`config.mk`:
```
export PLATFORM = sky130hd
export DESIGN_NAME = omem_addr_gen
export DESIGN_NICKNAME = d
export VERILOG_FILES = /design/src/source/omem_pkg.sv /design/src/source/omem_addr_gen.sv
export SDC_FILE = /design/constraint.sdc
export NUM_CORES = 1
export LEC_CHECK = 0
export ABC_AREA = 1
export BUFFER_PORTS_ARGS = -buffer_cell sky130_fd_sc_hd__buf_2
export CAP_MARGIN = 20
export CORE_MARGIN = 2
export CORE_UTILIZATION = 30
export CTS_CLUSTER_SIZE = 28
export DETAILED_ROUTE_END_ITERATION = 8
export GPL_TIMING_DRIVEN = 0
export PLACE_DENSITY = 0.45
export SLEW_MARGIN = 30
export SYNTH_ARGS = -nofsm -noshare
export SYNTH_HDL_FRONTEND = slang
export SYNTH_SLANG_ARGS = --single-unit
```
`constraint.sdc`:
```
create_clock -name clk -period 9 [get_ports clk]
set_input_delay 1.35 -clock clk [delete_from_list [all_inputs] [get_ports clk]]
set_output_delay 1.35 -clock clk [all_outputs]
set_load 0.01 [all_outputs]
```
`src/source/omem_pkg.sv`:
```
package omem_pkg;

   localparam int OMEM_ADDR_W = 10;
   localparam int OMEM_DATA_W = 32;

   typedef logic [OMEM_ADDR_W-1:0]   addr_t;
   typedef logic [OMEM_DATA_W-1:0]   data_t;
   typedef logic [OMEM_DATA_W/8-1:0] strb_t;
   typedef logic [9:0]               period_t;
   typedef logic [31:0]              delay_t;

   // two-level pattern config of 82 bits
   typedef struct packed {
      addr_t   iterations;
      period_t period;
      addr_t   start;
      addr_t   incr;
      addr_t   shift;
      delay_t  delay;
   } agu_cfg_t;

   typedef struct packed {
      logic  valid;
      strb_t wstrb;
      addr_t addr;
      data_t wdata;
   } bus_req_t;

   typedef struct packed {
      logic  en;
      addr_t addr;
      data_t data;
   } mem_wr_t;

   typedef struct packed {
      logic  en;
      addr_t addr;
   } mem_rd_t;

   typedef enum logic [1:0] {
      IDLE,
      DELAY,
      ISSUE,
      FINISH
   } agu_state_t;

endpackage

```
`src/source/omem_addr_gen.sv`:
```
`timescale 1ns/1ps

module omem_addr_gen (
   input  logic               clk,
   input  logic               rst,
   input  logic               run_i,
   input  omem_pkg::agu_cfg_t cfg_i,
   input  logic               credit_ok_i,
   output omem_pkg::mem_rd_t  rd_o,
   output logic               last_o
);
   import omem_pkg::*;

   agu_state_t state_q;
   agu_cfg_t   cfg_q;
   delay_t     delay_cnt_q;
   period_t    inner_q;
   addr_t      outer_q;
   addr_t      base_q;
   addr_t      addr_q;

   logic start;
   logic fire;
   logic inner_end;
   logic outer_end;
   logic run_empty;
   logic cfg_empty;

   assign start     = (state_q == IDLE) && run_i;
   assign run_empty = (cfg_i.iterations == '0) || (cfg_i.period == '0);
   assign cfg_empty = (cfg_q.iterations == '0) || (cfg_q.period == '0);

   assign fire      = (state_q == ISSUE) && credit_ok_i;
   assign inner_end = (inner_q == cfg_q.period - 1'b1);
   assign outer_end = (outer_q == cfg_q.iterations - 1'b1);

   assign rd_o.en   = fire;
   assign rd_o.addr = addr_q;

   // empty runs still send a last marker so done can follow
   assign last_o = (fire && inner_end && outer_end) ||
                   ((state_q == FINISH) && cfg_empty);

   always_ff @(posedge clk) begin
      if (start) begin
         cfg_q <= cfg_i;
      end
   end

   always_ff @(posedge clk or posedge rst) begin
      if (rst) begin
         state_q     <= IDLE;
         delay_cnt_q <= '0;
      end else begin
         case (state_q)
            IDLE: begin
               if (run_i) begin
                  if (run_empty) begin
                     state_q <= FINISH;
                  end else if (cfg_i.delay == '0) begin
                     state_q <= ISSUE;
                  end else begin
                     state_q     <= DELAY;
                     delay_cnt_q <= cfg_i.delay - 1'b1;
                  end
               end
            end
            DELAY: begin
               if (delay_cnt_q == '0) begin
                  state_q <= ISSUE;
               end else begin
                  delay_cnt_q <= delay_cnt_q - 1'b1;
               end
            end
            ISSUE: begin
               if (fire && inner_end && outer_end) begin
                  state_q <= FINISH;
               end
            end
            FINISH: begin
               state_q <= IDLE;
            end
            default: begin
               state_q <= IDLE;
            end
         endcase
      end
   end

   // running sums replace i*shift + j*incr, wrap is free at 10 bits
   always_ff @(posedge clk or posedge rst) begin
      if (rst) begin
         inner_q <= '0;
         outer_q <= '0;
         base_q  <= '0;
         addr_q  <= '0;
      end else if (start) begin
         inner_q <= '0;
         outer_q <= '0;
         base_q  <= cfg_i.start;
         addr_q  <= cfg_i.start;
      end else if (fire) begin
         if (inner_end) begin
            inner_q <= '0;
            outer_q <= outer_q + 1'b1;
            base_q  <= base_q + cfg_q.shift;
            addr_q  <= base_q + cfg_q.shift;
         end else begin
            inner_q <= inner_q + 1'b1;
            addr_q  <= addr_q + cfg_q.incr;
         end
      end
   end

endmodule

```
Word-level counts from Yosys, hierarchy flattened

Index checks and enable logic that the tools add are counted.

Word-level logic and storage cells: 73
Output and inout bits: 12
Input bits: 86
Bits in registers: 114

Mux-type cells: 23
Add/sub/neg operators: 8
Reduce and logical (&&, ||, !) cells: 21
Eq/ne operators: 11

Operators with widths:

| kind                    | count |
|---|---|
| $mux W32                | 4 |
| $mux W10                | 12 |
| $logic_not A32 Y1       | 2 |
| $pmux W32 S2            | 1 |
| $sub A32 B1 Y32 const B | 2 |
| $logic_not A10 Y1       | 4 |
| $add A10 B1 Y10 const B | 2 |
| $add A10 B10 Y10        | 2 |
| $eq A10 B10 Y1          | 2 |
| $sub A10 B1 Y10 const B | 2 |
| $mux W2                 | 5 |
| $ne A2 B2 Y1 const B    | 5 |
| $pmux W2 S4             | 1 |
| $reduce_bool A2 Y1      | 3 |
| $logic_and A1 B1 Y1     | 5 |
| $reduce_and A5 Y1       | 1 |
| $eq A2 B2 Y1 const B    | 2 |
| $logic_or A1 B1 Y1      | 3 |
| $reduce_and A3 Y1       | 1 |
| $eq A2 B1 Y1 const B    | 1 |
| $logic_not A2 Y1        | 1 |
| $ne A2 B1 Y1 const B    | 1 |
| $reduce_and A2 Y1       | 1 |

Longest topological paths before layout

Word-level depth: 6
Depth in mapped cells: 17
Depth with buffers taken out: 16

Worst setup path after synthesis

Ideal clock, no wire load.

Kind: input to register
Start: input port run_i
End: register addr_q[2]
Arrival: 3.488 ns
Setup time: 0.118 ns
Data required time: 8.882 ns
Path buffers: 1
Stages: 6
Setup slack: 5.394 ns
Path through: nand2_1 inv_1 clkbuf_1 o21ai_0 o21ai_2 inv_1

Cells in the longest elaborated chain, start to end: 2
Elaborated cells between the ends (all ways): 3
Classes of those cells: mux: 1; reduce/logical: 2

Ends and longest elaborated chain:

| element                                        | line                 | text |
|---|---|---|
| start: declaration                             | omem_addr_gen.sv:6   | `input logic run_i,` |
| $logic_and A1 B1 Y1 (*)                        | omem_addr_gen.sv:29  | `assign start = (state_q == IDLE) && run_i;` |
| named net start                                | omem_addr_gen.sv:22  | `logic start;` |
| $mux W10 or $reduce_bool A2 Y1 (tied branches) | n/a                  |  |
| end signal: assignment                         | omem_addr_gen.sv:101 | `addr_q <= cfg_i.start;` |
| end signal: assignment                         | omem_addr_gen.sv:107 | `addr_q <= base_q + cfg_q.shift;` |
| end signal: assignment                         | omem_addr_gen.sv:110 | `addr_q <= addr_q + cfg_q.incr;` |
| end: declaration                               | omem_addr_gen.sv:20  | `addr_t addr_q;` |

The timed path passes the listed nets; every way through them passes the cells marked *.
A chain may end at the register's enable or synchronous reset.

Worst setup path in the final report

Start: register cfg_q[62] (netlist bit)
End: output port last_o

Cells in the longest elaborated chain, start to end: 5
Elaborated cells between the ends (all ways): 8
Classes of those cells: add/sub: 1; eq/ne: 1; reduce/logical: 6

Ends and longest elaborated chain:

| element                          | line                | text |
|---|---|---|
| start: declaration               | omem_addr_gen.sv:15 | `agu_cfg_t cfg_q;` |
| start signal: assignment         | omem_addr_gen.sv:46 | `cfg_q <= cfg_i;` |
| $sub A10 B1 Y10                  | omem_addr_gen.sv:34 | `assign inner_end = (inner_q == cfg_q.period - 1'b1);` |
| $eq A10 B10 Y1                   | omem_addr_gen.sv:34 |  |
| $logic_and A1 B1 Y1 (2 in a row) | omem_addr_gen.sv:41 | `assign last_o = (fire && inner_end && outer_end) \|\|` |
| $logic_or A1 B1 Y1 (*)           | omem_addr_gen.sv:41 |  |
| end: declaration                 | omem_addr_gen.sv:10 | `output logic last_o` |

Mark *: on every way between the ends. The rest lies on a longest branch, timed or not.

==> impl_metrics.ini <==
[setup_path]
startpoint_type = flop
r2r_start = state_q[1]$_DFFE_PP0P_
critical_path.startpoint = cfg_q[62]$_DFFE_PP_
endpoint_kind = primary output
crit_arrival_ns = 2.75
worstSetupPathType = reg -> out
path_cells = inv_2 -> ha_1 -> nand2_2 -> nor2_2 -> nand3_1 -> nand3_1 -> nand2_1 -> nor2_2 -> nand2_2 -> nor2_4 -> nand3_1 -> nand2_1 -> buf_2
cp_max_fo = 9
cp_common_cell = nand3_1
critical_path.max_stage_delay_ns = 0.44
slowest_stage = edfxtp_1
required_ns = 7.65

[synth]
synth_seq_area_share = 0.393
yosysUniqueCellTypes = 45
synthFlopType = dfrtp_1
yosys.area.top_type = dfrtp_1
synth_area_per_cell_um2 = 7.66
synth_commonest_cells = nand2_1 (307), nor2_1 (94), inv_1 (87)
synth.area.top_cells = dfrtp_1 (24%), edfxtp_1 (15%), nand2_1 (15%)
yosysMostFrequentCell = nand2_1
synthCells = 1013
ys_async_sr_fraction = 0.649
synth_nets = 1129
synth_top_area_frac = 0.239
ys_ff_latch = 114
synth_edf_count = 40
synth.cell_area_um2 = 7760
ys_warn_count = 0

[pwr]
ir_drop_mv = 0.116
p_total_mw = 2.97
power_density_nw_per_um2 = 320
power.leakage_nw = 4.32

[detailed_routing]
drtIter0Drc = 373
vias = 6819
wl_met3_um = 965
top_layer = met4
via_per_inst = 4.63
wirelength_um = 21600
drtPass1Iterations = 7
wl_per_cell_um = 14.7
drc = 0
wl_met2_um = 10300
routedLengthMet1_um = 10100
detail-route-antenna-nets = 0

[clock_network]
cts_tree = done
clk_pin_slew_worst_paths_ns = 0.06
htreeDepth = 4
root_buffer = clkbuf_16
holdBufCountCts = 0
ctsResizeCount = 0
cts_setup_buffers = 0
clock_latency_ns = 0.42
numCtsBuffers = 17
cts_sinks = 114
clockBufferDepth = 2

[global_routing]
grt_first_pass_wirelength_um = 34700
antenna_found_initial = 0
grt_pass1_vias = 6655
overflow = 0
grt_max_degree = 39
globalRouteTotalUtil = 0.166

[timing]
worstMarginPinSlew_ns = 0.599
min_period_ns = 4.10
hold_viol = 0
rsz0062_at_grt = false
max_freq_mhz = 244
drv_slew = 0
setup_tns_ns = 0
clock-skew-final_ns = 0.0106
slew_headroom = 0.597
final-setup-viol-count = 0
fin_crit_sh = 0.455

[placed_design]
dpl.hpwl_um = 17000
routabilityCongestion = 0.878
numPortBuffers = 97

[run_status]
status = complete, no violations

[cells_and_area]
syn_to_final_growth_pct = 19.8
antenna-diode-count = 0
fill_cells = 2693
finalNetCount = 1247
drive_above_1_share = 0.174

[worst_hold_path]
hold_class = reg -> reg
hp-start = base_q[0]$_DFFE_PP0P_

[floorplanning]
core_um2 = 25300
die-height_um = 165
boundaryPins = 98
dieArea_um2 = 27200
start_util = 0.306
rows = 58
die_w_um = 165

[job]
cap_violations = 0
through the flow:
stage / instances / util / setup WS [ns] / hold slack, ns / instance area (um2)
floorplan: 1013 / - / 5.39 / 0.446 / 7760
global placement: 1440 / 0.342 / 4.15 / 0.460 / 8660
detailed placement: 1442 / 0.344 / 4.95 / 0.466 / 8710
CTS: 1474 / 0.367 / 4.83 / 0.478 / 9300
global route: 1474 / 0.367 / 4.60 / 0.509 / 9300
finish: 1474 / 0.367 / 4.90 / 0.477 / 9300
critical path: cells and delay by family, from the launching register on:
family	cells	cell delay, ns
and+or+nand+nor	10	1.32
buffers and inverters	2	0.27
adders and majority gates	1	0.30
DFF	1	0.44
where the power goes:
group	switching (mW)	internal [mW]
registers	0.142	0.722
clock network	0.250	0.441
logic	0.887	0.531
cell type report:
type / instances / area [um2] / area share
multi-input combinational: 776 / 4170 / 0.448
sequential: 114 / 3050 / 0.328
timing repair buffer: 99 / 526 / 0.0565
clock buffer: 22 / 454 / 0.0488
tap: 330 / 413 / 0.0444
inverter: 97 / 369 / 0.0397
buffer: 26 / 180 / 0.0194
clock inverter: 10 / 134 / 0.0144
kinds of logic (layout without fill, tap and decap cells):
group | after synthesis | after routing | synth area share
XOR/XNOR | 65 | 65 | 0.0733
adder cells (fa/ha/maj) | 30 | 30 | 0.0503
multiplexers | 9 | 9 | 0.0174
buffers and inverters | 123 | 254 | 0.0696
flip-flops | 114 | 114 | 0.393
AND/OR/NAND/NOR | 557 | 557 | 0.316
AO/OA/AOI/OAI | 115 | 115 | 0.0804
per-layer routing:
layer	vias to the layer above	GRT usage
met2	144	0.284
met5	-	0
met4	0	0.0407
met3	20	0.0357
li1	3550	-
met1	3105	0.214
worst paths after layout:
| kind | cells past startpoint | slack [ns] | end |
|---|---|---|---|
| setup / recovery | 13 | 4.90 | last_o |
| hold / removal | 2 | 0.48 | base_q[0]$_DFFE_PP0P_ |
| setup reg to reg | 15 | 6.37 | delay_cnt_q[28]$_DFFE_PP0P_ |
| hold reg to reg | 2 | 0.48 | base_q[0]$_DFFE_PP0P_ |
| max in group asynchronous | 3 | 7.52 | inner_q[1]$_DFFE_PP0P_ |
| min in group asynchronous | 2 | 0.92 | delay_cnt_q[19]$_DFFE_PP0P_ |
placed cells by master (no fill, tap or decap), types with 3 or more instances in the layout:
| master | count |
|---|---|
| nand2_1 | 307 |
| buf_2 | 102 |
| nor2_1 | 94 |
| inv_1 | 86 |
| dfrtp_1 | 74 |
| nand3_1 | 56 |
| xor2_1 | 51 |
| edfxtp_1 | 40 |
| o21ai_0 | 39 |
| a21oi_1 | 30 |
| o21ai_1 | 28 |
| ha_1 | 28 |
| nor4_1 | 19 |
| nand4_1 | 17 |
| clkbuf_16 | 17 |
| xnor2_1 | 14 |
| clkbuf_1 | 14 |
| inv_2 | 10 |
| nor2_2 | 10 |
| nor3_1 | 9 |
| or2_2 | 9 |
| buf_6 | 7 |
| or2_1 | 7 |
| nand2_2 | 6 |
| nand3b_1 | 6 |
| o21ai_2 | 6 |
| or2_0 | 4 |
| and2_1 | 4 |
| mux2i_1 | 4 |
| o21bai_1 | 4 |
| clkinv_2 | 4 |
| nand2_4 | 3 |
| o22ai_1 | 3 |
| buf_12 | 3 |
| mux2i_4 | 3 |
| bufinv_16 | 3 |
sequential cells by signal, indices dropped and copies added (netlist names):
name         cells
cfg_q           40
delay_cnt_q     32
addr_q          10
base_q          10
inner_q         10
outer_q         10
state_q          2
No activity file was read; power rests on OpenSTA's default activity.
