[config.mk]
export PLATFORM = sky130hd
export DESIGN_NAME = omem_bus_port
export DESIGN_NICKNAME = d
export VERILOG_FILES = /design/src/source/omem_pkg.sv /design/src/source/omem_bus_port.sv
export SDC_FILE = /design/constraint.sdc
export NUM_CORES = 1
export LEC_CHECK = 0
export ABC_AREA = 1
export ABC_CLOCK_PERIOD_IN_PS = 800
export BUFFER_PORTS_ARGS = -buffer_cell sky130_fd_sc_hd__buf_4
export CORE_MARGIN = 3
export CORE_UTILIZATION = 33
export CTS_CLUSTER_SIZE = 20
export DETAILED_ROUTE_END_ITERATION = 8
export PLACE_DENSITY = 0.79
export SYNTH_ARGS = -nofsm -noshare
export SYNTH_HDL_FRONTEND = slang
export SYNTH_SLANG_ARGS = --single-unit
export TNS_END_PERCENT = 10
[constraint.sdc]
create_clock -name clk -period 0.8 [get_ports clk]
set_input_delay 0.12 -clock clk [delete_from_list [all_inputs] [get_ports clk]]
set_output_delay 0.12 -clock clk [all_outputs]
set_load 0.05 [all_outputs]
[src/source/omem_pkg.sv]
package omem_pkg;

   localparam int OMEM_ADDR_W = 10;
   localparam int OMEM_DATA_W = 32;

   typedef logic [OMEM_ADDR_W-1:0]   addr_t;
   typedef logic [OMEM_DATA_W-1:0]   data_t;
   typedef logic [OMEM_DATA_W/8-1:0] strb_t;
   typedef logic [9:0]               period_t;
   typedef logic [31:0]              delay_t;

   // two-level pattern config of 82 bits
   typedef struct packed {
      addr_t   iterations;
      period_t period;
      addr_t   start;
      addr_t   incr;
      addr_t   shift;
      delay_t  delay;
   } agu_cfg_t;

   typedef struct packed {
      logic  valid;
      strb_t wstrb;
      addr_t addr;
      data_t wdata;
   } bus_req_t;

   typedef struct packed {
      logic  en;
      addr_t addr;
      data_t data;
   } mem_wr_t;

   typedef struct packed {
      logic  en;
      addr_t addr;
   } mem_rd_t;

   typedef enum logic [1:0] {
      IDLE,
      DELAY,
      ISSUE,
      FINISH
   } agu_state_t;

endpackage

[src/source/omem_bus_port.sv]
`timescale 1ns/1ps

module omem_bus_port (
   input  logic               clk,
   input  logic               rst,
   input  omem_pkg::bus_req_t bus_req_i,
   output omem_pkg::mem_wr_t  wr_o,
   output logic               ack_o
);
   import omem_pkg::*;

   logic  wr_en_q;
   logic  ack_q;
   addr_t addr_q;
   data_t data_q;

   always_ff @(posedge clk or posedge rst) begin
      if (rst) begin
         wr_en_q <= 1'b0;
         ack_q   <= 1'b0;
      end else begin
         // strobes only qualify the write, whole words are stored
         wr_en_q <= bus_req_i.valid & (|bus_req_i.wstrb);
         ack_q   <= bus_req_i.valid;
      end
   end

   always_ff @(posedge clk) begin
      addr_q <= bus_req_i.addr;
      data_q <= bus_req_i.wdata;
   end

   assign wr_o.en   = wr_en_q;
   assign wr_o.addr = addr_q;
   assign wr_o.data = data_q;
   assign ack_o     = ack_q;

endmodule

==> impl_metrics.env, run 1 <==
export IMPL_synthDistinctLibCells=6
export IMPL_cts_max_level=2
export IMPL_cts_path_max_buffers=2
export IMPL_grt_worst_endpoint="wr_o[42]"
export IMPL_root_buffer="clkbuf_4"
export IMPL_yosysSeqAreaShare_pct=97.0
export IMPL_synth_area_sq_um=918
export IMPL_synthFlopType="dfxtp_1"
export IMPL_worst_endpoint_kind="top-level output"
export IMPL_synth_common_cells="42 x dfxtp_1, 2 x dfrtp_1, 2 x inv_1, 2 x nor2_1"
export IMPL_yosysMostFrequentCell="dfxtp_1"
export IMPL_die_h_um=58.8
export IMPL_io_pins=93
export IMPL_yosysWarnings=0
export IMPL_status="aborted with a tool error"
export IMPL_lastStage="5_1_grt"
export IMPL_stop_error="[ERROR DPL-0033] detailed placement checks failed during check placement."
export IMPL_async_flop_share_pct=4.55
export IMPL_synth_top_cell_area_share_pct=91.6
export IMPL_ys_top_cells_by_area="dfxtp_1 92%, dfrtp_1 5.4%, buf_4 0.82%"
export IMPL_start_util_pct=35.8
export IMPL_pre_cts_ws_ns=0.140
export IMPL_syn_area_per_cell_sq_um=18.4
export IMPL_synth_fp_nets=99
export IMPL_rows=18
export IMPL_numClockSinks=44
export IMPL_cts_setup_buffers=0
export IMPL_die_width_um=58.8
export IMPL_synth_edf_count=0
export IMPL_io_buffers=92
export IMPL_grt_max_degree=13
export IMPL_gp_congestion=0.580
export IMPL_synth_top_area_cell="dfxtp_1"
export IMPL_ys_seq_elements=44
export IMPL_grt_antenna_before_repair=0
export IMPL_netlist_instances=50
export IMPL_dp_cells=171
export IMPL_cts_buffers=5
[kinds of logic after synthesis]
group	synth area share (%)
flops	97.0
buf+inv	1.64
simple gates	0.818
compound gates	0.544
[per-stage QoR]
stage / TNS (ns) / instance area (sq um) / hold WS, ns
4_1_cts: -6.74 / 2450 / 0.0664
3_5_place_dp: 0 / 1640 / 0.000376
3_3_place_gp: 0 / 1640 / -0.0126
2_1_floorplan: 0 / 918 / -0.139
[what timing repair did]
item                                   CTS
hold buffers                            44
pin swaps                                0
setup endpoints to repair               44
endpoints found under the hold margin   45
resized for setup                      110
==> run 2: changes to the inputs <==
Settings changed: CORE_AREA set to 3 3 64 66, CORE_MARGIN 3 to not set, CORE_UTILIZATION 33 to not set, CTS_CLUSTER_SIZE 20 to not set, DIE_AREA set to 0 0 67 69, PLACE_DENSITY 0.79 to not set, PLACE_DENSITY_LB_ADDON set to 0.15.
==> impl_metrics.env, run 2 <==
export IMPL_status="finished with violations"
export IMPL_violations="negative setup slack"
export IMPL_drt_wl_total_mm=3.01
export IMPL_reg_largest_list="data_q x32, addr_q x10"
export IMPL_cap_viol_max_count=0
export IMPL_synthFlopType="dfxtp_1"
export IMPL_dp_cells=189
export IMPL_worstHoldPathType="primary input to flip-flop"
export IMPL_relSlewSlack_pct=92.7
export IMPL_grt_pass1_wl_mm=4.59
export IMPL_n_antenna_cell=0
export IMPL_grt_pass1_vias=1021
export IMPL_largest_reg_flops=32
export IMPL_total_leakage_power_nw=1.16
export IMPL_crit_chain="buf_6"
export IMPL_final_cell_mix="48 x buf_4, 44 x dlygate4sd3_1, 42 x dfxtp_2, 36 x buf_8, 8 x buf_6"
export IMPL_powerDensity_nw_per_um2=1880
export IMPL_fin_cells=240
export IMPL_synth_top_area_cell="dfxtp_1"
export IMPL_end_kind="primary output"
export IMPL_crit_family="flip-flops"
export IMPL_path_class="flip-flop to primary output"
export IMPL_cpMaxStageDelayCell="dfrtp_1"
export IMPL_clkTransAtPathRegs_ns=0.07
export IMPL_ys_top_cells_by_area="dfxtp_1 92%, dfrtp_1 5.4%, buf_4 0.82%"
export IMPL_synth_fp_nets=99
export IMPL_grt_max_degree=14
export IMPL_drive_gt1_share_pct=73.4
export IMPL_die_area_sq_um=4620
export IMPL_vias=885
export IMPL_peakVddDrop_mv=1.36
export IMPL_ys_seq_elements=44
export IMPL_grt_antenna_before_repair=0
export IMPL_yosysMostFrequentCell="dfxtp_1"
export IMPL_worstPathArrival_ns=0.81
export IMPL_async_flop_share_pct=4.55
export IMPL_core_sq_um=3630
export IMPL_n_fill_cell=248
export IMPL_top_register="data_q"
export IMPL_synth_common_cells="42 x dfxtp_1, 2 x dfrtp_1, 2 x inv_1, 2 x nor2_1"
export IMPL_nets=241
export IMPL_synth_area_sq_um=918
export IMPL_io_buffers=92
export IMPL_worst_setup_path_start_kind="flip-flop"
export IMPL_gr_total_overflow=0
export IMPL_hold_viol=0
export IMPL_io_pins=93
export IMPL_numClockSinks=44
export IMPL_setup_ws_ns=-0.126
export IMPL_detail_route_first_pass_iterations=4
export IMPL_syn_area_per_cell_sq_um=18.4
export IMPL_cp_max_fo=1
export IMPL_period_minus_slack_ns=0.926
export IMPL_root_buffer="clkbuf_8"
export IMPL_finalCritPeriodShare_pct=116
export IMPL_cp_depth=1
export IMPL_drv_slew=0
export IMPL_cts_path_max_buffers=2
export IMPL_path_buf_inv=1
export IMPL_cts_max_level=2
export IMPL_setup_violations=44
export IMPL_cts_buffers=5
export IMPL_ant_nets=0
export IMPL_synth_top_cell_area_share_pct=91.6
export IMPL_avgViaCountPerCell=3.69
export IMPL_layout_commonest_cell="buf_4"
export IMPL_fmax_ghz=1.08
export IMPL_synthDistinctLibCells=6
export IMPL_cts_setup_buffers=0
export IMPL_die_width_um=67
export IMPL_drt_iter0_markers=10
export IMPL_grt_use_total_pct=13.8
export IMPL_rsz0062_at_grt="yes"
export IMPL_wl_per_cell_um=12.6
export IMPL_die_h_um=69
export IMPL_rows=22
export IMPL_yosysSeqAreaShare_pct=97.0
export IMPL_critical_path_required_ns=0.68
export IMPL_yosysWarnings=0
export IMPL_cpPeakStageDelay_ns=0.38
export IMPL_finish_utilization_pct=69.8
export IMPL_hold_path_depth=3
export IMPL_start_util_pct=25.3
export IMPL_drc_errors=0
export IMPL_synth_edf_count=0
export IMPL_total_power_mw=4.78
export IMPL_cts_tree="yes"
export IMPL_gp_congestion=0.661
export IMPL_netlist_instances=50
export IMPL_tightest_slew_ns=0.109
export IMPL_syn2layout_area_growth_pct=176
==> run 2: logic make-up (layout without fill, tap and decap cells) <==
| logic type | count (synthesis) | after routing | synth area share, % |
|---|---|---|---|
| simple gates | 2 | 2 | 0.818 |
| compound gates | 1 | 1 | 0.544 |
| flops | 44 | 44 | 97.0 |
| buf+inv | 3 | 145 | 1.64 |
==> run 2: what timing repair did <==
item	CTS	global route
pin swaps	0	0
gates resized for setup	110	12
hold buffers	44	0
endpoints found under the setup margin	44	44
hold endpoints to repair	45	0
==> run 2: final timing paths <==
check                      endpoint          start
min                         wr_en_q  bus_req_i[45]
max in group asynchronous     ack_o            rst
min in group asynchronous   wr_en_q            rst
max                        wr_o[42]        wr_en_q
==> run 2: layer usage <==
metal | wire (um) | track usage, % | up-vias
li1 | - | - | 430
met3 | 352 | 7.49 | 2
met5 | 0 | 0 | -
met2 | 1890 | 28.3 | 53
met1 | 750 | 9.42 | 400
met4 | 17 | 4.73 | 0
==> run 2: power by group <==
group	switching, mW	leakage [nW]	internal [mW]	total [mW]
Combinational	0.537	0.746	0.580	1.12
Sequential	0.0718	0.378	2.33	2.41
Clock	0.666	0.0400	0.590	1.26
Total	1.27	1.16	3.50	4.78
==> run 2: final cells by class <==
cell class / count / area, sq um / share of cell area [%]
Timing Repair Buffer: 136 / 1430 / 56.4
Sequential cell: 44 / 943 / 37.2
Clock buffer: 5 / 68.8 / 2.71
Tap cell: 48 / 60.1 / 2.37
Multi-Input combinational cell: 3 / 12.5 / 0.493
Clock inverter: 2 / 12.5 / 0.493
Inverter: 2 / 7.51 / 0.296
==> run 2: stage by stage <==
step	setup TNS, ns	setup WS, ns	cell area [sq um]	hold slack, ns
after floorplan	0	0.0927	918	-0.139
after global placement	0	0.161	1660	-0.0165
after detailed placement	0	0.160	1660	-0.0153
after CTS	-4.18	-0.139	2490	0.0880
after global routing	-5.04	-0.153	2540	0.101
final	-3.57	-0.126	2540	0.0940
(Power assumes the default switching activity.)
==> run 3: changes to the inputs <==
Settings changed: SETUP_SLACK_MARGIN set to 0.15.
==> impl_metrics.env, run 3 (synthesis gave the netlist of run 2 again) <==
export IMPL_grt_use_total_pct=13.4
export IMPL_drt_iter0_markers=6
export IMPL_tightest_slew_ns=0.111
export IMPL_reg_largest_list="data_q x32, addr_q x10"
export IMPL_path_buf_inv=1
export IMPL_core_sq_um=3630
export IMPL_status="finished with violations"
export IMPL_fmax_ghz=1.07
export IMPL_die_h_um=69
export IMPL_gr_total_overflow=0
export IMPL_final_cell_mix="48 x buf_4, 44 x dlygate4sd3_1, 42 x dfxtp_2, 38 x buf_8"
export IMPL_setup_violations=44
export IMPL_syn2layout_area_growth_pct=181
export IMPL_drive_gt1_share_pct=73.6
export IMPL_start_util_pct=25.3
export IMPL_grt_pass1_wl_mm=4.46
export IMPL_power_switching_mw=1.34
export IMPL_grt_max_degree=15
export IMPL_layout_commonest_cell="buf_4"
export IMPL_crit_family="flip-flops"
export IMPL_worstHoldPathType="primary input to flip-flop"
export IMPL_io_pins=93
export IMPL_ant_nets=0
export IMPL_setup_ws_ns=-0.138
export IMPL_cpPeakStageDelay_ns=0.38
export IMPL_peakVddDrop_mv=1.54
export IMPL_path_class="flip-flop to primary output"
export IMPL_grt_antenna_before_repair=0
export IMPL_die_width_um=67
export IMPL_intPower_mw=3.94
export IMPL_placedInstanceArea_sq_um=1670
export IMPL_cts_max_level=2
export IMPL_clkPwrFrac_pct=33.1
export IMPL_end_kind="primary output"
export IMPL_drt_wl_total_mm=3.07
export IMPL_root_buffer="clkbuf_8"
export IMPL_drv_slew=0
export IMPL_total_leakage_power_nw=1.19
export IMPL_relSlewSlack_pct=92.6
export IMPL_detail_route_first_pass_iterations=2
export IMPL_n_antenna_cell=0
export IMPL_top_register="data_q"
export IMPL_cts_tree="yes"
export IMPL_multiInputGateArea_sq_um=12.5
export IMPL_powerDensity_nw_per_um2=2040
export IMPL_die_area_sq_um=4620
export IMPL_largest_reg_flops=32
export IMPL_finalCritPeriodShare_pct=117
export IMPL_total_power_mw=5.27
export IMPL_period_minus_slack_ns=0.938
export IMPL_cpMaxStageDelayCell="dfrtp_1"
export IMPL_cts_path_max_buffers=2
export IMPL_violations="negative setup slack"
export IMPL_n_fill_cell=239
export IMPL_rsz0062_at_grt="yes"
export IMPL_seqPwrFrac_pct=45.6
export IMPL_power_frac_comb_pct=21.3
export IMPL_drc_errors=0
export IMPL_vias=909
export IMPL_cts_buffers=5
export IMPL_clkTransAtPathRegs_ns=0.07
export IMPL_hold_viol=0
export IMPL_grt_pass1_vias=997
export IMPL_numClockSinks=44
export IMPL_io_buffers=92
export IMPL_wl_per_cell_um=12.7
export IMPL_seq_area_sq_um=943
export IMPL_cp_max_fo=1
export IMPL_gp_congestion=0.644
export IMPL_setup_tns_ns=-3.99
export IMPL_nets=241
export IMPL_crit_chain="buf_6"
export IMPL_critical_path_required_ns=0.68
export IMPL_worstPathArrival_ns=0.82
export IMPL_final_area_sq_um=2580
export IMPL_rows=22
export IMPL_avgViaCountPerCell=3.77
export IMPL_worst_setup_path_start_kind="flip-flop"
export IMPL_cap_viol_max_count=0
export IMPL_swShare_pct=25.3
==> run 3: repair_timing <==
item                       CTS  global route
buffers inserted             0             0
hold buffers                44             0
gates resized for setup    107            13
setup endpoints to repair   44            44
hold endpoints to repair    45             0
==> run 3: path summary, 6_finish.rpt <==
check / depth (start not counted) / to / start / slack [ns]
setup / recovery: 1 / ack_o / ack_o / -0.14
hold / removal: 3 / wr_en_q / bus_req_i[46] / 0.06
max in group asynchronous: 3 / wr_en_q / rst / 0.46
min in group asynchronous: 3 / ack_o / rst / 0.23
==> run 3: power by group through the flow <==
stage	clock network, mW	registers (mW)	logic [mW]
after floorplan	0	2.80	0.0224
final	1.74	2.41	1.12
after global placement	0	2.39	0.788
after detailed placement	0	2.39	0.794
after global routing	1.90	2.42	1.16
after CTS	1.81	2.40	1.09
==> run 3: final cells by class <==
type | instances | share of cell area [%]
Clock inverter | 2 | 1.50
Tap cell | 48 | 2.32
Timing Repair Buffer | 136 | 55.7
Sequential cell | 44 | 36.5
Inverter | 2 | 0.291
Multi-Input combinational cell | 3 | 0.484
Clock buffer | 6 | 3.20
==> run 3: stage by stage <==
stage / setup WS, ns / hold WS [ns] / instances / utilization [%]
floorplan: 0.0927 / -0.139 / 50 / -
global placement: 0.160 / -0.0169 / 189 / 45.9
detailed placement: 0.151 / -0.0138 / 189 / 45.9
CTS: -0.153 / 0.0387 / 241 / 69.8
global route: -0.162 / 0.0641 / 241 / 71.1
finish: -0.138 / 0.0584 / 241 / 71.1
==> run 3: metal layers <==
| layer | part of all wire, % | GRT usage (%) |
|---|---|---|
| met1 | 28 | 10.1 |
| met2 | 59 | 25.3 |
| met3 | 11 | 7.33 |
| met4 | 2.3 | 6.53 |
| met5 | 0 | 0 |
==> run 4: changes to the inputs <==
Settings changed: CAP_MARGIN set to 0, PLACE_DENSITY set to 0.59, PLACE_DENSITY_LB_ADDON 0.15 to not set.
==> impl_metrics.env, run 4 (synthesis gave the netlist of run 2 again) <==
export IMPL_clkTransAtPathRegs_ns=0.08
export IMPL_top_register="data_q"
export IMPL_status="finished with violations"
export IMPL_seq_area_sq_um=943
export IMPL_final_area_sq_um=2590
export IMPL_gp_congestion=0.658
export IMPL_die_h_um=69
export IMPL_worst_setup_path_start_kind="flip-flop"
export IMPL_tightest_slew_ns=0.109
export IMPL_largest_reg_flops=32
export IMPL_end_kind="primary output"
export IMPL_start_util_pct=25.3
export IMPL_grt_use_total_pct=13.8
export IMPL_cp_depth=1
export IMPL_setup_violations=44
export IMPL_placedInstanceArea_sq_um=1670
export IMPL_cts_tree="yes"
export IMPL_setup_ws_ns=-0.143
export IMPL_drt_wl_total_mm=3.02
export IMPL_nets=241
export IMPL_grt_pass1_vias=1042
export IMPL_root_buffer="clkbuf_8"
export IMPL_critical_path_required_ns=0.68
export IMPL_ant_nets=0
export IMPL_core_sq_um=3630
export IMPL_numClockSinks=44
export IMPL_drive_gt1_share_pct=73.6
export IMPL_wl_per_cell_um=12.5
export IMPL_fmax_ghz=1.06
export IMPL_gr_total_overflow=0
export IMPL_total_leakage_power_nw=1.19
export IMPL_period_minus_slack_ns=0.943
export IMPL_avgViaCountPerCell=3.70
export IMPL_io_pins=93
export IMPL_crit_family="flip-flops"
export IMPL_cts_path_max_buffers=2
export IMPL_rows=22
export IMPL_reg_largest_list="data_q x32, addr_q x10"
export IMPL_cpPeakStageDelay_ns=0.38
export IMPL_critPathLaunch="wr_en_q"
export IMPL_multiInputGateArea_sq_um=12.5
export IMPL_drv_slew=0
export IMPL_n_fill_cell=262
export IMPL_fin_cells=241
export IMPL_peakVddDrop_mv=1.28
export IMPL_powerDensity_nw_per_um2=2040
export IMPL_die_width_um=67
export IMPL_cts_buffers=5
export IMPL_cp_max_fo=1
export IMPL_finish_utilization_pct=71.3
export IMPL_layout_commonest_cell="buf_4"
export IMPL_grt_antenna_before_repair=0
export IMPL_detail_route_first_pass_iterations=3
export IMPL_final_cell_mix="48 x buf_4, 44 x dlygate4sd3_1, 42 x dfxtp_2, 39 x buf_8, 7 x clkbuf_8"
export IMPL_cap_viol_max_count=0
export IMPL_worstPathArrival_ns=0.82
export IMPL_cts_setup_buffers=0
export IMPL_finalCritPeriodShare_pct=118
export IMPL_path_class="flip-flop to primary output"
export IMPL_grt_max_degree=14
export IMPL_total_power_mw=5.30
export IMPL_cpMaxStageDelayCell="dfrtp_1"
export IMPL_vias=891
export IMPL_worstSetupEndpoint="wr_o[42]"
export IMPL_drc_errors=0
export IMPL_die_area_sq_um=4620
export IMPL_syn2layout_area_growth_pct=182
export IMPL_crit_chain="buf_6"
export IMPL_n_antenna_cell=0
export IMPL_worstHoldPathType="primary input to flip-flop"
export IMPL_path_buf_inv=1
export IMPL_relSlewSlack_pct=92.7
export IMPL_grt_pass1_wl_mm=4.61
export IMPL_cts_max_level=2
export IMPL_hold_viol=0
export IMPL_drt_iter0_markers=18
export IMPL_dp_cells=189
export IMPL_rsz0062_at_grt="yes"
export IMPL_violations="negative setup slack"
export IMPL_io_buffers=92
-- run 4: changes by cell type in the layout (fill, tap and decap cells not counted) --
| cell | delta |
|---|---|
| buf_6 | -1 |
| buf_8 | +1 |
| clkbuf_8 | +1 |
| clkinv_4 | -1 |
-- run 4: timing repair --
action,in CTS,in global routing
endpoints found under the hold margin,45,0
hold buffers,44,0
endpoints found under the setup margin,44,44
gates resized for setup,109,12
-- run 4: how the worst min path moves through the flow --
stage | from | to | cells past startpoint
after CTS | bus_req_i[46] | wr_en_q | 3
after global routing | bus_req_i[46] | wr_en_q | 3
after floorplan | rst | ack_o | 1
after detailed placement | rst | ack_o | 2
after global placement | rst | ack_o | 2
final | bus_req_i[46] | wr_en_q | 3
-- run 4: cell type report --
cell class	instances	share of cell area (%)
Inverter	2	0.290
Tap cell	48	2.32
Timing Repair Buffer	136	55.6
Clock inverter	1	1.16
Clock buffer	7	3.72
Multi-Input combinational cell	3	0.483
Sequential cell	44	36.4
-- run 4: per-stage QoR --
| stage | setup WS, ns | hold WS [ns] | setup TNS [ns] |
|---|---|---|---|
| global placement | 0.161 | -0.0205 | 0 |
| finish | -0.143 | 0.0466 | -3.70 |
| global route | -0.176 | 0.0327 | -5.27 |
| floorplan | 0.0927 | -0.139 | 0 |
| detailed placement | 0.143 | -0.0134 | 0 |
| CTS | -0.161 | 0.0387 | -4.20 |
-- run 4: where the power goes --
part / switching, mW / leakage (nW) / internal (mW) / total [mW]
logic: 0.536 / 0.750 / 0.586 / 1.12
clock network: 0.673 / 0.0645 / 1.10 / 1.77
registers: 0.0736 / 0.378 / 2.33 / 2.41
-- run 4: metal layers --
layer	wire length [um]	part of all wire, %	vias to the layer above	GRT usage (%)
li1	-	-	431	-
met1	787	26	394	9.34
met2	1790	59	58	28.2
met3	378	13	8	7.65
met4	57	1.9	0	4.95
met5	0	0	-	0
