### config.mk
export PLATFORM = sky130hd
export DESIGN_NAME = omem_stream_out
export DESIGN_NICKNAME = d
export VERILOG_FILES = /design/src/source/omem_pkg.sv /design/src/source/omem_stream_out.sv
export SDC_FILE = /design/constraint.sdc
export NUM_CORES = 1
export LEC_CHECK = 0
export ABC_AREA = 1
export BUFFER_PORTS_ARGS = -buffer_cell sky130_fd_sc_hd__buf_2
export CELL_PAD_IN_SITES_DETAIL_PLACEMENT = 1
export CELL_PAD_IN_SITES_GLOBAL_PLACEMENT = 1
export CORE_MARGIN = 2
export CORE_UTILIZATION = 37
export DETAILED_ROUTE_END_ITERATION = 8
export PLACE_DENSITY = 0.8
export SLEW_MARGIN = 20
export SYNTH_ARGS = -nofsm -noshare
export SYNTH_HDL_FRONTEND = slang
export SYNTH_SLANG_ARGS = --single-unit
### constraint.sdc
create_clock -name clk -period 2.2 [get_ports clk]
set_input_delay 0.22 -clock clk [delete_from_list [all_inputs] [get_ports clk]]
set_output_delay 0.22 -clock clk [all_outputs]
set_load 0.02 [all_outputs]
### src/source/omem_pkg.sv
package omem_pkg;

   localparam int OMEM_ADDR_W = 10;
   localparam int OMEM_DATA_W = 32;

   typedef logic [OMEM_ADDR_W-1:0]   addr_t;
   typedef logic [OMEM_DATA_W-1:0]   data_t;
   typedef logic [OMEM_DATA_W/8-1:0] strb_t;
   typedef logic [9:0]               period_t;
   typedef logic [31:0]              delay_t;

   // two-level pattern config of 82 bits
   typedef struct packed {
      addr_t   iterations;
      period_t period;
      addr_t   start;
      addr_t   incr;
      addr_t   shift;
      delay_t  delay;
   } agu_cfg_t;

   typedef struct packed {
      logic  valid;
      strb_t wstrb;
      addr_t addr;
      data_t wdata;
   } bus_req_t;

   typedef struct packed {
      logic  en;
      addr_t addr;
      data_t data;
   } mem_wr_t;

   typedef struct packed {
      logic  en;
      addr_t addr;
   } mem_rd_t;

   typedef enum logic [1:0] {
      IDLE,
      DELAY,
      ISSUE,
      FINISH
   } agu_state_t;

endpackage

### src/source/omem_stream_out.sv
`timescale 1ns/1ps

module omem_stream_out #(
   parameter int CREDIT_MAX = 4
) (
   input  logic            clk,
   input  logic            rst,
   input  logic            rd_en_i,
   input  logic            last_i,
   input  logic            run_i,
   input  omem_pkg::data_t rdata_i,
   input  logic            credit_i,
   output logic            credit_ok_o,
   output omem_pkg::data_t out_data_o,
   output logic            out_valid_o,
   output logic            done_o
);
   import omem_pkg::*;

   localparam int CNT_W = $clog2(CREDIT_MAX + 1);

   typedef logic [CNT_W-1:0] credit_t;

   credit_t    credit_cnt_q;
   logic [1:0] valid_q;
   logic [1:0] last_q;
   data_t      data_q;
   logic       done_q;

   assign credit_ok_o = (credit_cnt_q != '0);

   // return and spend may coincide
   always_ff @(posedge clk or posedge rst) begin
      if (rst) begin
         credit_cnt_q <= credit_t'(CREDIT_MAX);
      end else begin
         case ({credit_i, rd_en_i})
            2'b10:   credit_cnt_q <= credit_cnt_q + 1'b1;
            2'b01:   credit_cnt_q <= credit_cnt_q - 1'b1;
            default: credit_cnt_q <= credit_cnt_q;
         endcase
      end
   end

   // bit 0 lines up with ram data, bit 1 with the output register
   always_ff @(posedge clk or posedge rst) begin
      if (rst) begin
         valid_q <= '0;
         last_q  <= '0;
      end else begin
         valid_q <= {valid_q[0], rd_en_i};
         last_q  <= {last_q[0], last_i};
      end
   end

   always_ff @(posedge clk) begin
      if (valid_q[0]) begin
         data_q <= rdata_i;
      end
   end

   always_ff @(posedge clk or posedge rst) begin
      if (rst) begin
         done_q <= 1'b0;
      end else if (run_i) begin
         done_q <= 1'b0;
      end else if (last_q[1]) begin
         done_q <= 1'b1;
      end
   end

   assign out_valid_o = valid_q[1];
   assign out_data_o  = valid_q[1] ? data_q : '0;
   assign done_o      = done_q;

endmodule

======== After elaboration in Yosys (flattened, before gate mapping) ========
Index checks and enable logic that the tools add are counted.
word-level totals
  bits of input ports ..................... 38
  register bits after elaboration ......... 40
  logic and storage cells ................. 16
cells by class
  multiplexer cells ....................... 4
  add/sub/neg operators ................... 2
  eq/ne operators ......................... 2
  reduce and logical (&&, ||, !) cells .... 3
operators with widths
  kind                 number
  $mux 32              1
  $pmux 3 s2           1
  $reduce_bool 2->1    2
  $add 3x1->3 const B  1
  $reduce_bool 3->1    1
  $sub 3x1->3 const B  1
  $eq 2x1->1 const B   1
  $eq 2x2->1 const B   1
  $mux 1               2

======== Logic depth before layout (Yosys ltp) ========
Gate-level depths: netlist of run 1.
  depth in word-level cells ............... 2
  mapped depth ............................ 8
  mapped depth without buffers ............ 8

======== Worst setup path before layout of run 1 ========
Ideal clock, no wire load.
  path kind ............................... reg-to-reg
  start point ............................. register valid_q[0]
  end point ............................... register data_q[0] (enable)
  stages on the path, launching flop included .. 1
  required time ........................... 1.811 ns
  path slack .............................. 0.862 ns
  setup time .............................. 0.389 ns
  data arrival time ....................... 0.949 ns
  cells stage by stage .................... dfrtp_1
RTL lines
  item                    line                   RTL
  from (decl)             omem_stream_out.sv:25  logic [1:0] valid_q;
  from (signal assigned)  omem_stream_out.sv:51  valid_q <= {valid_q[0], rd_en_i};
  to (signal assigned)    omem_stream_out.sv:58  data_q <= rdata_i;
  to (decl)               omem_stream_out.sv:27  data_t data_q;
No word-level cell between the ends.

======== Worst setup path after layout of run 1 ========
  start point ............................. register valid_q[1]
  end point ............................... output out_data_o[18]
between the ends
  cells in the longest elaborated chain, start to end .. 1
ends and longest elaborated chain
  item       line                   RTL
  $mux 32    omem_stream_out.sv:73  assign out_data_o = valid_q[1] ? data_q : '0;
  to (decl)  omem_stream_out.sv:14  output omem_pkg::data_t out_data_o,
No other way between the ends.

==> results of run 1 <==
[sequential cells by signal (all words and copies together) (netlist names)]
signal        flops
done_o            1
credit_cnt_q      3
last_q            2
valid_q           2
data_q           32
[metrics by stage]
stage / util / hold WS, ns
5_1_grt: 0.518 / 0.0356
3_5_place_dp: 0.488 / 0.179
3_3_place_gp: 0.488 / 0.180
2_1_floorplan: - / 0.0349
4_1_cts: 0.518 / 0.0360
6_report: 0.518 / 0.0450
[layout by cell type (no fill, tap or decap), drive strengths merged]
cell type,instances
ha,1
clkinvlp,1
fa,1
clkinv,1
nor2,3
xnor2,1
dfrtp,7
clkbuf,5
inv,38
nand4,1
nand3,1
buf,75
dfstp,1
nand2,40
dlygate4sd3,1
edfxtp,32
bufinv,1
[metal layers]
layer / share of wire / routed length, um
met5: 0 / 0
met4: 0.0079 / 23
met3: 0.12 / 346
met2: 0.47 / 1370
met1: 0.40 / 1170
[power breakdown]
part | switching (mW) | total (mW) | internal [mW]
Sequential | 0.0376 | 0.933 | 0.895
Combinational | 0.160 | 0.267 | 0.107
Clock | 0.240 | 0.575 | 0.335
Total | 0.438 | 1.78 | 1.34
[final timing paths]
kind / from / to / slack (ns) / cells after the start
min reg2reg: last_q[0]$_DFF_PP0_ / last_q[1]$_DFF_PP0_ / 0.35 / 0
max in group asynchronous: rst / credit_cnt_q[2]$_DFFE_PP1P_ / 1.49 / 3
max: valid_q[1]$_DFF_PP0_ / out_data_o[18] / 0.80 / 4
max reg2reg: credit_cnt_q[0]$_DFFE_PP0P_ / credit_cnt_q[2]$_DFFE_PP1P_ / 0.96 / 6
min: last_i / last_q[0]$_DFF_PP0_ / 0.04 / 1
min in group asynchronous: rst / credit_cnt_q[1]$_DFFE_PP0P_ / 0.43 / 3
[logic make-up (layout without fill, tap and decap cells)]
family,after synthesis,after routing,share of synthesized area
and+or+nand+nor,45,45,0.111
xor gates and xnor gates,1,1,0.00564
adders and majority gates,2,2,0.0210
DFF,40,40,0.749
buffers and inverters,41,122,0.114
[layout make-up]
type | count | area share
Clock buffer | 5 | 0.0330
Clock inverter | 3 | 0.0204
Multi-Input combinational cell | 48 | 0.103
Sequential cell | 40 | 0.557
Tap cell | 50 | 0.0300
Inverter | 38 | 0.0684
Timing Repair Buffer | 76 | 0.188
[timing repair]
action | CTS | global route
endpoints found under the setup margin | 0 | 0
hold buffers | 1 | 0
hold endpoints to repair | 7 | 0
==> summary.md, run 1 <==
| Metric | Value |
|---|---|
| Outcome | finished clean |
| Slowest stage delay, CP | 0.36 ns |
| Setup crit end kind | output port |
| Max-Cap Viols | 0 |
| Post-synth EDFFs | 32 |
| GRT Residual Overflow | 0 |
| CTS buffer count | 5 |
| Rel. slew slack | 0.725 |
| TritonCTS clock tree | built |
| Largest net degree at the start of global routing | 34 |
| Slowest cell on the critical path | dfrtp_1 |
| Worst-Skew Late Latency | 0.28 ns |
| Max Slew Vio Count | 0 |
| Nets | 249 |
| Root Buffer | clkbuf_8 |
| Post-DP Area | 1960 um^2 |
| Initial Util | 0.385 |
| Syn Area/Cell | 12.0 um^2 |
| Leading area contributor after synthesis | edfxtp_1 |
| Dominant cells by area after synthesis | edfxtp_1 (62%), dfrtp_1 (11%), nand2_1 (9.7%) |
| Ys Warns | 0 |
| Met2 usage | 0.246 |
| Chip width | 68.8 um |
| RSZ-0062 raised after global routing | no |
| Total negative slack | 0 ns |
| # Post-CTS Setup Buffers | 0 |
| Buffers on Ports | 72 |
| CP max FO | 20 |
| First-pass GRT wire length | 4490 um |
| Syn Inst Count | 129 |
| Busiest grt layer | met2 |
| CP required | 1.98 ns |
| Via Count | 1110 |
| VDD IR-drop max | 0.544 mV |
| # DRC | 0 |
| Final Critical Period | 1.40 ns |
| Top Family by Delay on Critical Path | buffers and inverters |
| Setup ws final | 0.796 ns |
| Clock Sinks | 40 |
| Hpwl dp | 2220 um |
| Post-synth design cell area | 1550 um^2 |
| Vert. Die Dim | 68.8 um |
| Fin. Hold Viols | 0 |
| # diodes | 0 |
| F_max | 0.712 GHz |
| Detailed Route WL | 2910 um |
| Clock Path Buffers | 2 |
| FF+latch count, synth | 40 |
| Final Setup Violations | 0 |
| Vias in the first global route | 1051 |
| Sequential-to-total area share from yosys stat | 0.749 |
| Total I/O pin count | 73 |
| H-tree level count | 2 |
| Finished Cell Area | 2090 um^2 |
| Final period util | 0.638 |
| Rows | 23 |
| Vias per inst | 4.27 |
| Asr flop ratio synth | 0.200 |
| Post-synth top area share | 0.619 |
| Overall power | 1.78 mW |
| M1 GR Usage | 0.137 |
| Grt met3 use | 0.0455 |
| Total of fill cells in the finished design | 477 |
| Area grow syn2layout | 34.3% |
| Gr usage total | 0.131 |
| Iteration-0 DRC Markers | 33 |
| GPL Wtd Cong | 0.628 |
| Final Skew | 0.00277 ns |
| Placed cells | 251 |
| Routed Antenna Nets | 0 |
| Syn_nets | 169 |
| Post-CTS sizing | 0 |
| Clock transition at path regs | 0.07 ns |
| Core Box Area | 4030 um^2 |
| Fin cells | 260 |
| Worst EP arrival | 1.18 ns |
| PD cells | 851 nW/um^2 |
| Count leader, synth | nand2_1 |
| Share of post-route cells with drive strength above 1 | 0.400 |
| Worst-path cell chain | buf_4 > nand2_1 > inv_1 > buf_2 |
| Worst setup path category | reg2out |
| Primary FF master, synth | edfxtp_1 |
| Die Footprint | 4730 um^2 |
| Area occupied by multi-input gates | 214 um^2 |
| Worst-margin pin slew | 0.412 ns |
| First drt pass iteration count | 2 |
| Synth cell count leaders | nand2_1 (40), inv_1 (38), edfxtp_1 (32) |
| Setup crit start kind | flip-flop |
| Buf/Inv on CP | 3 |
| Antenna violations before repair | 0 |
| Static Leakage | 1.18 nW |
| Pre-CTS setup slack | 0.861 ns |
| Yosys cell types | 12 |
| Worst Hold Class | in2reg |
| Register area | 1160 um^2 |
| WL/cell | 11.2 um |
Power figures use the tool's default switching activity.
==> inputs of run 2 (changes only) <==
--- a/config.mk
+++ b/config.mk
@@ -5,14 +5,14 @@
 export SDC_FILE = /design/constraint.sdc
 export NUM_CORES = 1
 export LEC_CHECK = 0
-export ABC_AREA = 1
+export ABC_AREA = 0
 export BUFFER_PORTS_ARGS = -buffer_cell sky130_fd_sc_hd__buf_2
 export CELL_PAD_IN_SITES_DETAIL_PLACEMENT = 1
 export CELL_PAD_IN_SITES_GLOBAL_PLACEMENT = 1
 export CORE_MARGIN = 2
-export CORE_UTILIZATION = 37
+export CORE_UTILIZATION = 35
 export DETAILED_ROUTE_END_ITERATION = 8
-export PLACE_DENSITY = 0.8
+export PLACE_DENSITY = 0.74
 export SLEW_MARGIN = 20
 export SYNTH_ARGS = -nofsm -noshare
 export SYNTH_HDL_FRONTEND = slang
==> constraint.sdc (replaced) <==
create_clock -name clk -period 1.4 [get_ports clk]
set_input_delay 0.14 -clock clk [delete_from_list [all_inputs] [get_ports clk]]
set_output_delay 0.14 -clock clk [all_outputs]
set_load 0.02 [all_outputs]
==> run 2 against run 1 <==
Against the previous run:
- clock-buffer cell count grew 2
- area after synthesis shrank 5.2%
- sequential power grew 59%
- global-route usage grew 0.40 points
- first-iteration DRC count grew 21%
- clock power grew 22%
- utilization shrank 1.1 points
- critical path depth shrank 2
==> summary.md, run 2 <==
| Metric | Value |
|---|---|
| Outcome | finished clean |
| Crit. Startpoint | credit_cnt_q[1]$_DFFE_PP0P_ |
| CTS buffer count | 5 (unchanged) |
| Buffers on Ports | 72 (unchanged) |
| Worst Hold Path EP | data_q[12]$_DFFE_PP_ |
| RSZ-0062 raised after global routing | yes |
| Syn Area/Cell | 16.9 um^2 (+41%) |
| Clock transition at path regs | 0.07 ns (about the same) |
| Area occupied by multi-input gates | 295 um^2 (+38%) |
| Largest net degree at the start of global routing | 34 (unchanged) |
| Routed Antenna Nets | 0 (unchanged) |
| Asr flop ratio synth | 0.200 (unchanged) |
| FF-to-FF Start | credit_cnt_q[1]$_DFFE_PP0P_ |
| Synth cell count leaders | and2_1 (32), edfxtp_1 (32), dfrtp_1 (7) |
| Worst-path cell chain | or3_4 > buf_6 |
| Core Box Area | 4030 um^2 (unchanged) |
| WL/cell | 13.7 um (+22%) |
| Final Skew | 0.00365 ns (+0.000882 ns) |
| Max-Cap Viols | 0 (unchanged) |
| Top Family by Delay on Critical Path | flip-flops |
| GPL Wtd Cong | 0.616 (-1.9%) |
| Hpwl dp | 2350 um (+5.8%) |
| Vert. Die Dim | 68.9 um (+0.12%) |
| Nets | 210 (-16%) |
| Total I/O pin count | 73 (unchanged) |
| Post-synth design cell area | 1470 um^2 (-5.2%) |
| Biggest regs | data_q x32, credit_cnt_q x3 |
| Busiest grt layer | met2 |
| Area grow syn2layout | 38.7% |
| GRT Residual Overflow | 0 (unchanged) |
| Syn Inst Count | 87 (-33%) |
| Rel. slew slack | 0.798 (+0.0733) |
| Slowest stage delay, CP | 0.42 ns (+0.06 ns) |
| Root Buffer | clkbuf_8 |
| Reg-to-reg endpoint | credit_cnt_q[2]$_DFFE_PP1P_ |
| Worst reg2reg path depth | 4 (-2) |
| Ys Warns | 0 (unchanged) |
| Post-synth top area share | 0.653 (+0.0337) |
| R2R Setup Slk | 0.05 ns (-0.91 ns) |
| VDD IR-drop max | 0.745 mV (+37%) |
| Worst setup path category | reg2out |
| # DRC | 0 (unchanged) |
| Post-synth EDFFs | 32 (unchanged) |
| TritonCTS clock tree | built |
| Total of fill cells in the finished design | 447 (-6.3%) |
| Initial Util | 0.366 (-0.0199) |
| Clock Path Buffers | 2 (unchanged) |
| Final Setup Violations | 0 (unchanged) |
| Rows | 23 (unchanged) |
| Slowest cell on the critical path | dfrtp_1 |
| Hold Startpoint | rdata_i[12] |
| First-pass GRT wire length | 4410 um (-1.8%) |
| Via Count | 952 (-14%) |
| # diodes | 0 (unchanged) |
| Met2 usage | 0.234 (-0.0120) |
| Most flop-heavy register | data_q |
| Static Leakage | 0.923 nW (-22%) |
| CP required | 1.26 ns (-0.72 ns) |
| Register area | 1170 um^2 (+0.32%) |
| Yosys cell types | 13 (+1) |
| Share of post-route cells with drive strength above 1 | 0.503 (+0.103) |
| Dominant cells by area after synthesis | edfxtp_1 (65%), and2_1 (14%), dfrtp_1 (12%) |
| Most frequent cells in the layout | buf_2 (71), and2_1 (32), edfxtp_1 (32) |
| Max Slew Vio Count | 0 (unchanged) |
| Buf/Inv on CP | 1 (-2) |
| Primary FF master, synth | edfxtp_1 |
| Clock Sinks | 40 (unchanged) |
| Worst Hold Class | in2reg |
| Antenna violations before repair | 0 (unchanged) |
| Gr usage total | 0.135 (+0.00400) |
| Chip width | 68.9 um (+0.12%) |
| H-tree level count | 2 (unchanged) |
| CP max FO | 3 (-85%) |
| Final Critical Period | 1.36 ns |
| Final core utilization | 0.507 (-0.0109) |
| Fin. Hold Viols | 0 (unchanged) |
| Iteration-0 DRC Markers | 40 (+21%) |
| Syn_nets | 127 (-25%) |
| Final period util | 0.975 |
| Worst-margin pin slew | 0.302 ns (-0.110 ns) |
| Hold Path Depth | 1 (unchanged) |
| M1 GR Usage | 0.150 (+0.0122) |
| First drt pass iteration count | 3 (+1) |
| Setup crit start kind | flip-flop |
| Max reg flops | 32 (unchanged) |
| Placed cells | 208 (-17%) |
| Die Footprint | 4740 um^2 (+0.25%) |
| Grt met3 use | 0.0666 (+0.0211) |
| Commonest non-fill, non-tap cell in the layout | buf_2 |
| Vias in the first global route | 926 (-12%) |
| Sequential-to-total area share from yosys stat | 0.789 (+0.0407) |
| Fin cells | 221 (-15%) |
| Leading area contributor after synthesis | edfxtp_1 |
| F_max | 0.733 GHz |
| Vias per inst | 4.31 (+0.90%) |
| Setup crit end kind | output port |
| Detailed Route WL | 3020 um (+3.7%) |
| FF+latch count, synth | 40 (unchanged) |
| PD cells | 1300 nW/um^2 (+52%) |
| Worst-Skew Late Latency | 0.28 ns (about the same) |
| Worst EP arrival | 1.22 ns (+0.04 ns) |
-- run 2: per-layer routing --
| layer | vias to the layer above | wire length (um) |
|---|---|---|
| met2 | 47 | 1570 |
| met1 | 442 | 1100 |
| met5 | - | 0 |
| met3 | 4 | 314 |
| met4 | 0 | 41 |
| li1 | 459 | - |
-- run 2: per-stage QoR --
step	power, mW	hold slack, ns	cell area (um^2)	setup WS, ns	TNS [ns]
2_1_floorplan	1.73	-0.0451	1470	0.0621	0
3_3_place_gp	1.86	0.0901	1900	0.0928	0
3_5_place_dp	1.91	0.0977	1900	-0.0320	-0.0320
4_1_cts	2.64	0.0163	2030	0.00665	0
5_1_grt	2.79	0.00546	2040	-0.0269	-0.381
6_report	2.65	0.0303	2040	0.0356	0
-- run 2: what timing repair did --
item | in CTS | in global routing
endpoints found under the setup margin | 35 | 31
pin swaps | 1 | 4
endpoints found under the hold margin | 10 | 0
gates cloned | 0 | 0
gates resized for setup | 2 | 4
setup buffers | 1 | 0
hold buffers | 4 | 0
-- run 2: worst reg2reg max path, stage by stage, from the launching register on --
cell and delay [ns]:
dfrtp_1 0.42, fa_2 0.37, xnor2_1 0.14, nor2_1 0.14
xor2_1 0.21
-- run 2: logic make-up (layout without fill, tap and decap cells) --
group,count (synthesis),in the layout,share of synthesized area
adder cells (fa/ha/maj),2,2,0.0221
multiplexers,1,1,0.00765
buffers and inverters,5,89,0.0153
XOR/XNOR,3,3,0.0178
AND/OR/NAND/NOR,36,36,0.148
flip-flops,40,40,0.789
-- run 2: report_power, final --
part	switching, mW	total [mW]	leakage, nW	internal, mW
clock	0.353	0.702	0.0422	0.349
sequential	0.0710	1.48	0.405	1.41
combinational	0.228	0.462	0.475	0.234
total	0.652	2.65	0.923	2.00
-- run 2: how the worst max path moves through the flow --
stage | endpoint | slack [ns] | cells after the start
detailed placement | credit_cnt_q[2]$_DFFE_PP1P_ | -0.03 | 6
floorplan | data_q[0]$_DFFE_PP_ | 0.06 | 0
CTS | out_data_o[24] | 0.007 | 2
global route | out_data_o[30] | -0.03 | 2
global placement | out_data_o[11] | 0.09 | 2
finish | credit_ok_o | 0.04 | 2
-- run 2: layout make-up --
cell class / instances / share of cell area
inverters: 2 / 0.00368
multi-input cells: 42 / 0.145
well taps: 50 / 0.0306
clock inverters: 1 / 0.00245
flip-flops and latches: 40 / 0.571
clock buffers: 7 / 0.0374
repair buffers: 79 / 0.210
==> inputs of run 3 (changes only) <==
--- a/config.mk
+++ b/config.mk
@@ -12,6 +12,7 @@
 export CORE_MARGIN = 2
 export CORE_UTILIZATION = 35
 export DETAILED_ROUTE_END_ITERATION = 8
+export MAX_ROUTING_LAYER = met4
 export PLACE_DENSITY = 0.74
 export SLEW_MARGIN = 20
 export SYNTH_ARGS = -nofsm -noshare
==> run 3 against run 2 <==
Against the previous run:
- non-clock buffer count unchanged
- die area unchanged
- clock power about the same
- largest power group unchanged
- critical path depth unchanged
- cell count unchanged
- first-iteration DRC count unchanged
- fmax up 0.15%
- via count down 0.32%
- largest cell class unchanged
- global-route usage up 0.28 points
- clock-buffer cell count unchanged
- critical path type unchanged
- sequential cell count unchanged
==> summary.md, run 3 (synthesis gave the netlist of run 2 again) <==
| Metric | Value |
|---|---|
| Detailed Route WL | 3010 um (-0.13%) |
| Metal-1 WL | 1120 um (+2.2%) |
| Max reg flops | 32 (unchanged) |
| Top sig layer | met4 |
| Chip width | 68.9 um (unchanged) |
| CP required | 1.26 ns (about the same) |
| # diodes | 0 (unchanged) |
| Total I/O pin count | 73 (unchanged) |
| Worst setup path category | reg2out |
| F_max | 0.734 GHz (+0.15%) |
| Overall power | 2.65 mW (about the same) |
| Fin. Hold Viols | 0 (unchanged) |
| Final Critical Period | 1.36 ns (-0.00210 ns) |
| Internal power | 2.00 mW (about the same) |
| Initial Util | 0.366 (unchanged) |
| Biggest regs | data_q x32, credit_cnt_q x3 |
| Fin cells | 221 (unchanged) |
| CP max FO | 3 (unchanged) |
| Worst-margin pin slew | 0.304 ns (+0.00173 ns) |
| Vert. Die Dim | 68.9 um (unchanged) |
| Max-Cap Viols | 0 (unchanged) |
| First drt pass iteration count | 3 (unchanged) |
| Metal3 WL | 291 um (-7.3%) |
| Core Box Area | 4030 um^2 (unchanged) |
| Vias per inst | 4.29 (-0.32%) |
| Setup crit start kind | flip-flop |
| Static Leakage | 0.923 nW (unchanged) |
| Antenna violations before repair | 0 (unchanged) |
| WL/cell | 13.6 um (-0.13%) |
| Clock Sinks | 40 (unchanged) |
| # DRC | 0 (unchanged) |
| Sw frac | 0.246 (-0.000588) |
| Clock transition at path regs | 0.07 ns (about the same) |
| Outcome | finished clean |
| Final Skew | 0.00362 ns (-0.0000331 ns) |
| Rel. slew slack | 0.797 (-0.00116) |
| Total negative slack | 0 ns (unchanged) |
| Root Buffer | clkbuf_8 |
| RSZ-0062 raised after global routing | yes |
| Vias in the first global route | 924 (-0.22%) |
| Flop pwr share | 0.561 (about the same) |
| Final Setup Violations | 0 (unchanged) |
| TritonCTS clock tree | built |
| CTS buffer count | 5 (unchanged) |
| Worst EP arrival | 1.22 ns (about the same) |
| Share of post-route cells with drive strength above 1 | 0.503 (unchanged) |
| Max Slew Vio Count | 0 (unchanged) |
| Area grow syn2layout | 38.7% (unchanged) |
| PD cells | 1300 nW/um^2 (about the same) |
| Routed Antenna Nets | 0 (unchanged) |
| Most frequent cells in the layout | buf_2 (71), and2_1 (32), edfxtp_1 (32) |
| Commonest non-fill, non-tap cell in the layout | buf_2 |
| Rows | 23 (unchanged) |
| Slowest cell on the critical path | dfrtp_1 |
| GRT Residual Overflow | 0 (unchanged) |
| Gr usage total | 0.138 (+0.00280) |
| Setup crit end kind | output port |
| H-tree level count | 2 (unchanged) |
| Final period util | 0.973 (-0.00150) |
| VDD IR-drop max | 0.745 mV (about the same) |
| Via Count | 949 (-0.32%) |
| Slowest stage delay, CP | 0.42 ns (about the same) |
| Psw | 650 uW (-0.32%) |
| Worst Hold Class | in2reg |
| Wire length on met2 | 1590 um (+1.3%) |
| Clock Path Buffers | 2 (unchanged) |
| Largest net degree at the start of global routing | 34 (unchanged) |
| Buf/Inv on CP | 1 (unchanged) |
| Buffers on Ports | 72 (unchanged) |
| Die Footprint | 4740 um^2 (unchanged) |
| Worst-path cell chain | or3_4 > buf_6 |
| Clock share of power | 0.265 (about the same) |
| Most flop-heavy register | data_q |
| Hpwl dp | 2350 um (unchanged) |
| Top Family by Delay on Critical Path | flip-flops |
| First-pass GRT wire length | 4420 um (+0.16%) |
| GPL Wtd Cong | 0.621 (+0.73%) |
| Comb pwr share | 0.175 (about the same) |
| Placed cells | 208 (unchanged) |
| Worst-Skew Late Latency | 0.28 ns (about the same) |
| Iteration-0 DRC Markers | 40 (unchanged) |
| Nets | 210 (unchanged) |
-- run 3: cell counts in the layout (fill, tap and decap cells not counted) --
No cell type changed its count.
-- run 3: repair_timing --
action / in CTS / in global routing
setup endpoints to repair: 35 / 28
buffers inserted: 1 / 0
hold endpoints to repair: 10 / 0
gates resized for setup: 2 / 4
pin swaps: 1 / 4
hold buffers: 4 / 0
-- run 3: through the flow --
stage	utilization	worst slack (ns)	hold slack [ns]	cell area, um^2
after global routing	0.507	-0.0242	0.00816	2040
after detailed placement	0.470	-0.0320	0.0977	1900
after global placement	0.470	0.0928	0.0901	1900
after CTS	0.503	0.00665	0.0163	2030
final	0.507	0.0377	0.0323	2040
after floorplan	-	0.0621	-0.0451	1470
-- run 3: area by class of cell --
cell class              count  area, um^2
fillers                   447        1990
clock inverters             1        5.00
repair buffers             79         429
multi-input cells          42         295
clock buffers               7        76.3
well taps                  50        62.6
inverters                   2        7.51
flip-flops and latches     40        1170
-- run 3: layer usage --
metal  track usage  vias to the layer above
li1              -                      460
met1         0.151                      443
met3        0.0601                        2
met2         0.234                       44
met5             -                        -
met4        0.0294                        0
-- run 3: worst register-to-register path, cell delays in order, from the launching register on --
cell	delay (ns)
dfrtp_1	0.42
fa_2	0.37
xnor2_1	0.14
nor2_1	0.14
xor2_1	0.21
-- run 3: worst paths after layout --
check | startpoint | endpoint | slack [ns] | depth (start not counted)
worst max register to register | credit_cnt_q[1]$_DFFE_PP0P_ | credit_cnt_q[2]$_DFFE_PP1P_ | 0.05 | 4
worst max-delay path | credit_cnt_q[1]$_DFFE_PP0P_ | credit_ok_o | 0.04 | 2
max in group asynchronous | rst | credit_cnt_q[2]$_DFFE_PP1P_ | 0.78 | 3
worst min-delay path | rdata_i[12] | data_q[12]$_DFFE_PP_ | 0.03 | 1
worst min register to register | last_q[0]$_DFF_PP0_ | last_q[1]$_DFF_PP0_ | 0.36 | 0
min in group asynchronous | rst | credit_cnt_q[1]$_DFFE_PP0P_ | 0.34 | 3
-- run 3: power groups by stage --
stage / combinational (mW) / clock (mW) / sequential [mW]
finish: 0.462 / 0.700 / 1.48
global route: 0.505 / 0.784 / 1.50
CTS: 0.430 / 0.732 / 1.48
detailed placement: 0.401 / 0 / 1.50
global placement: 0.368 / 0 / 1.50
floorplan: 0.232 / 0 / 1.50
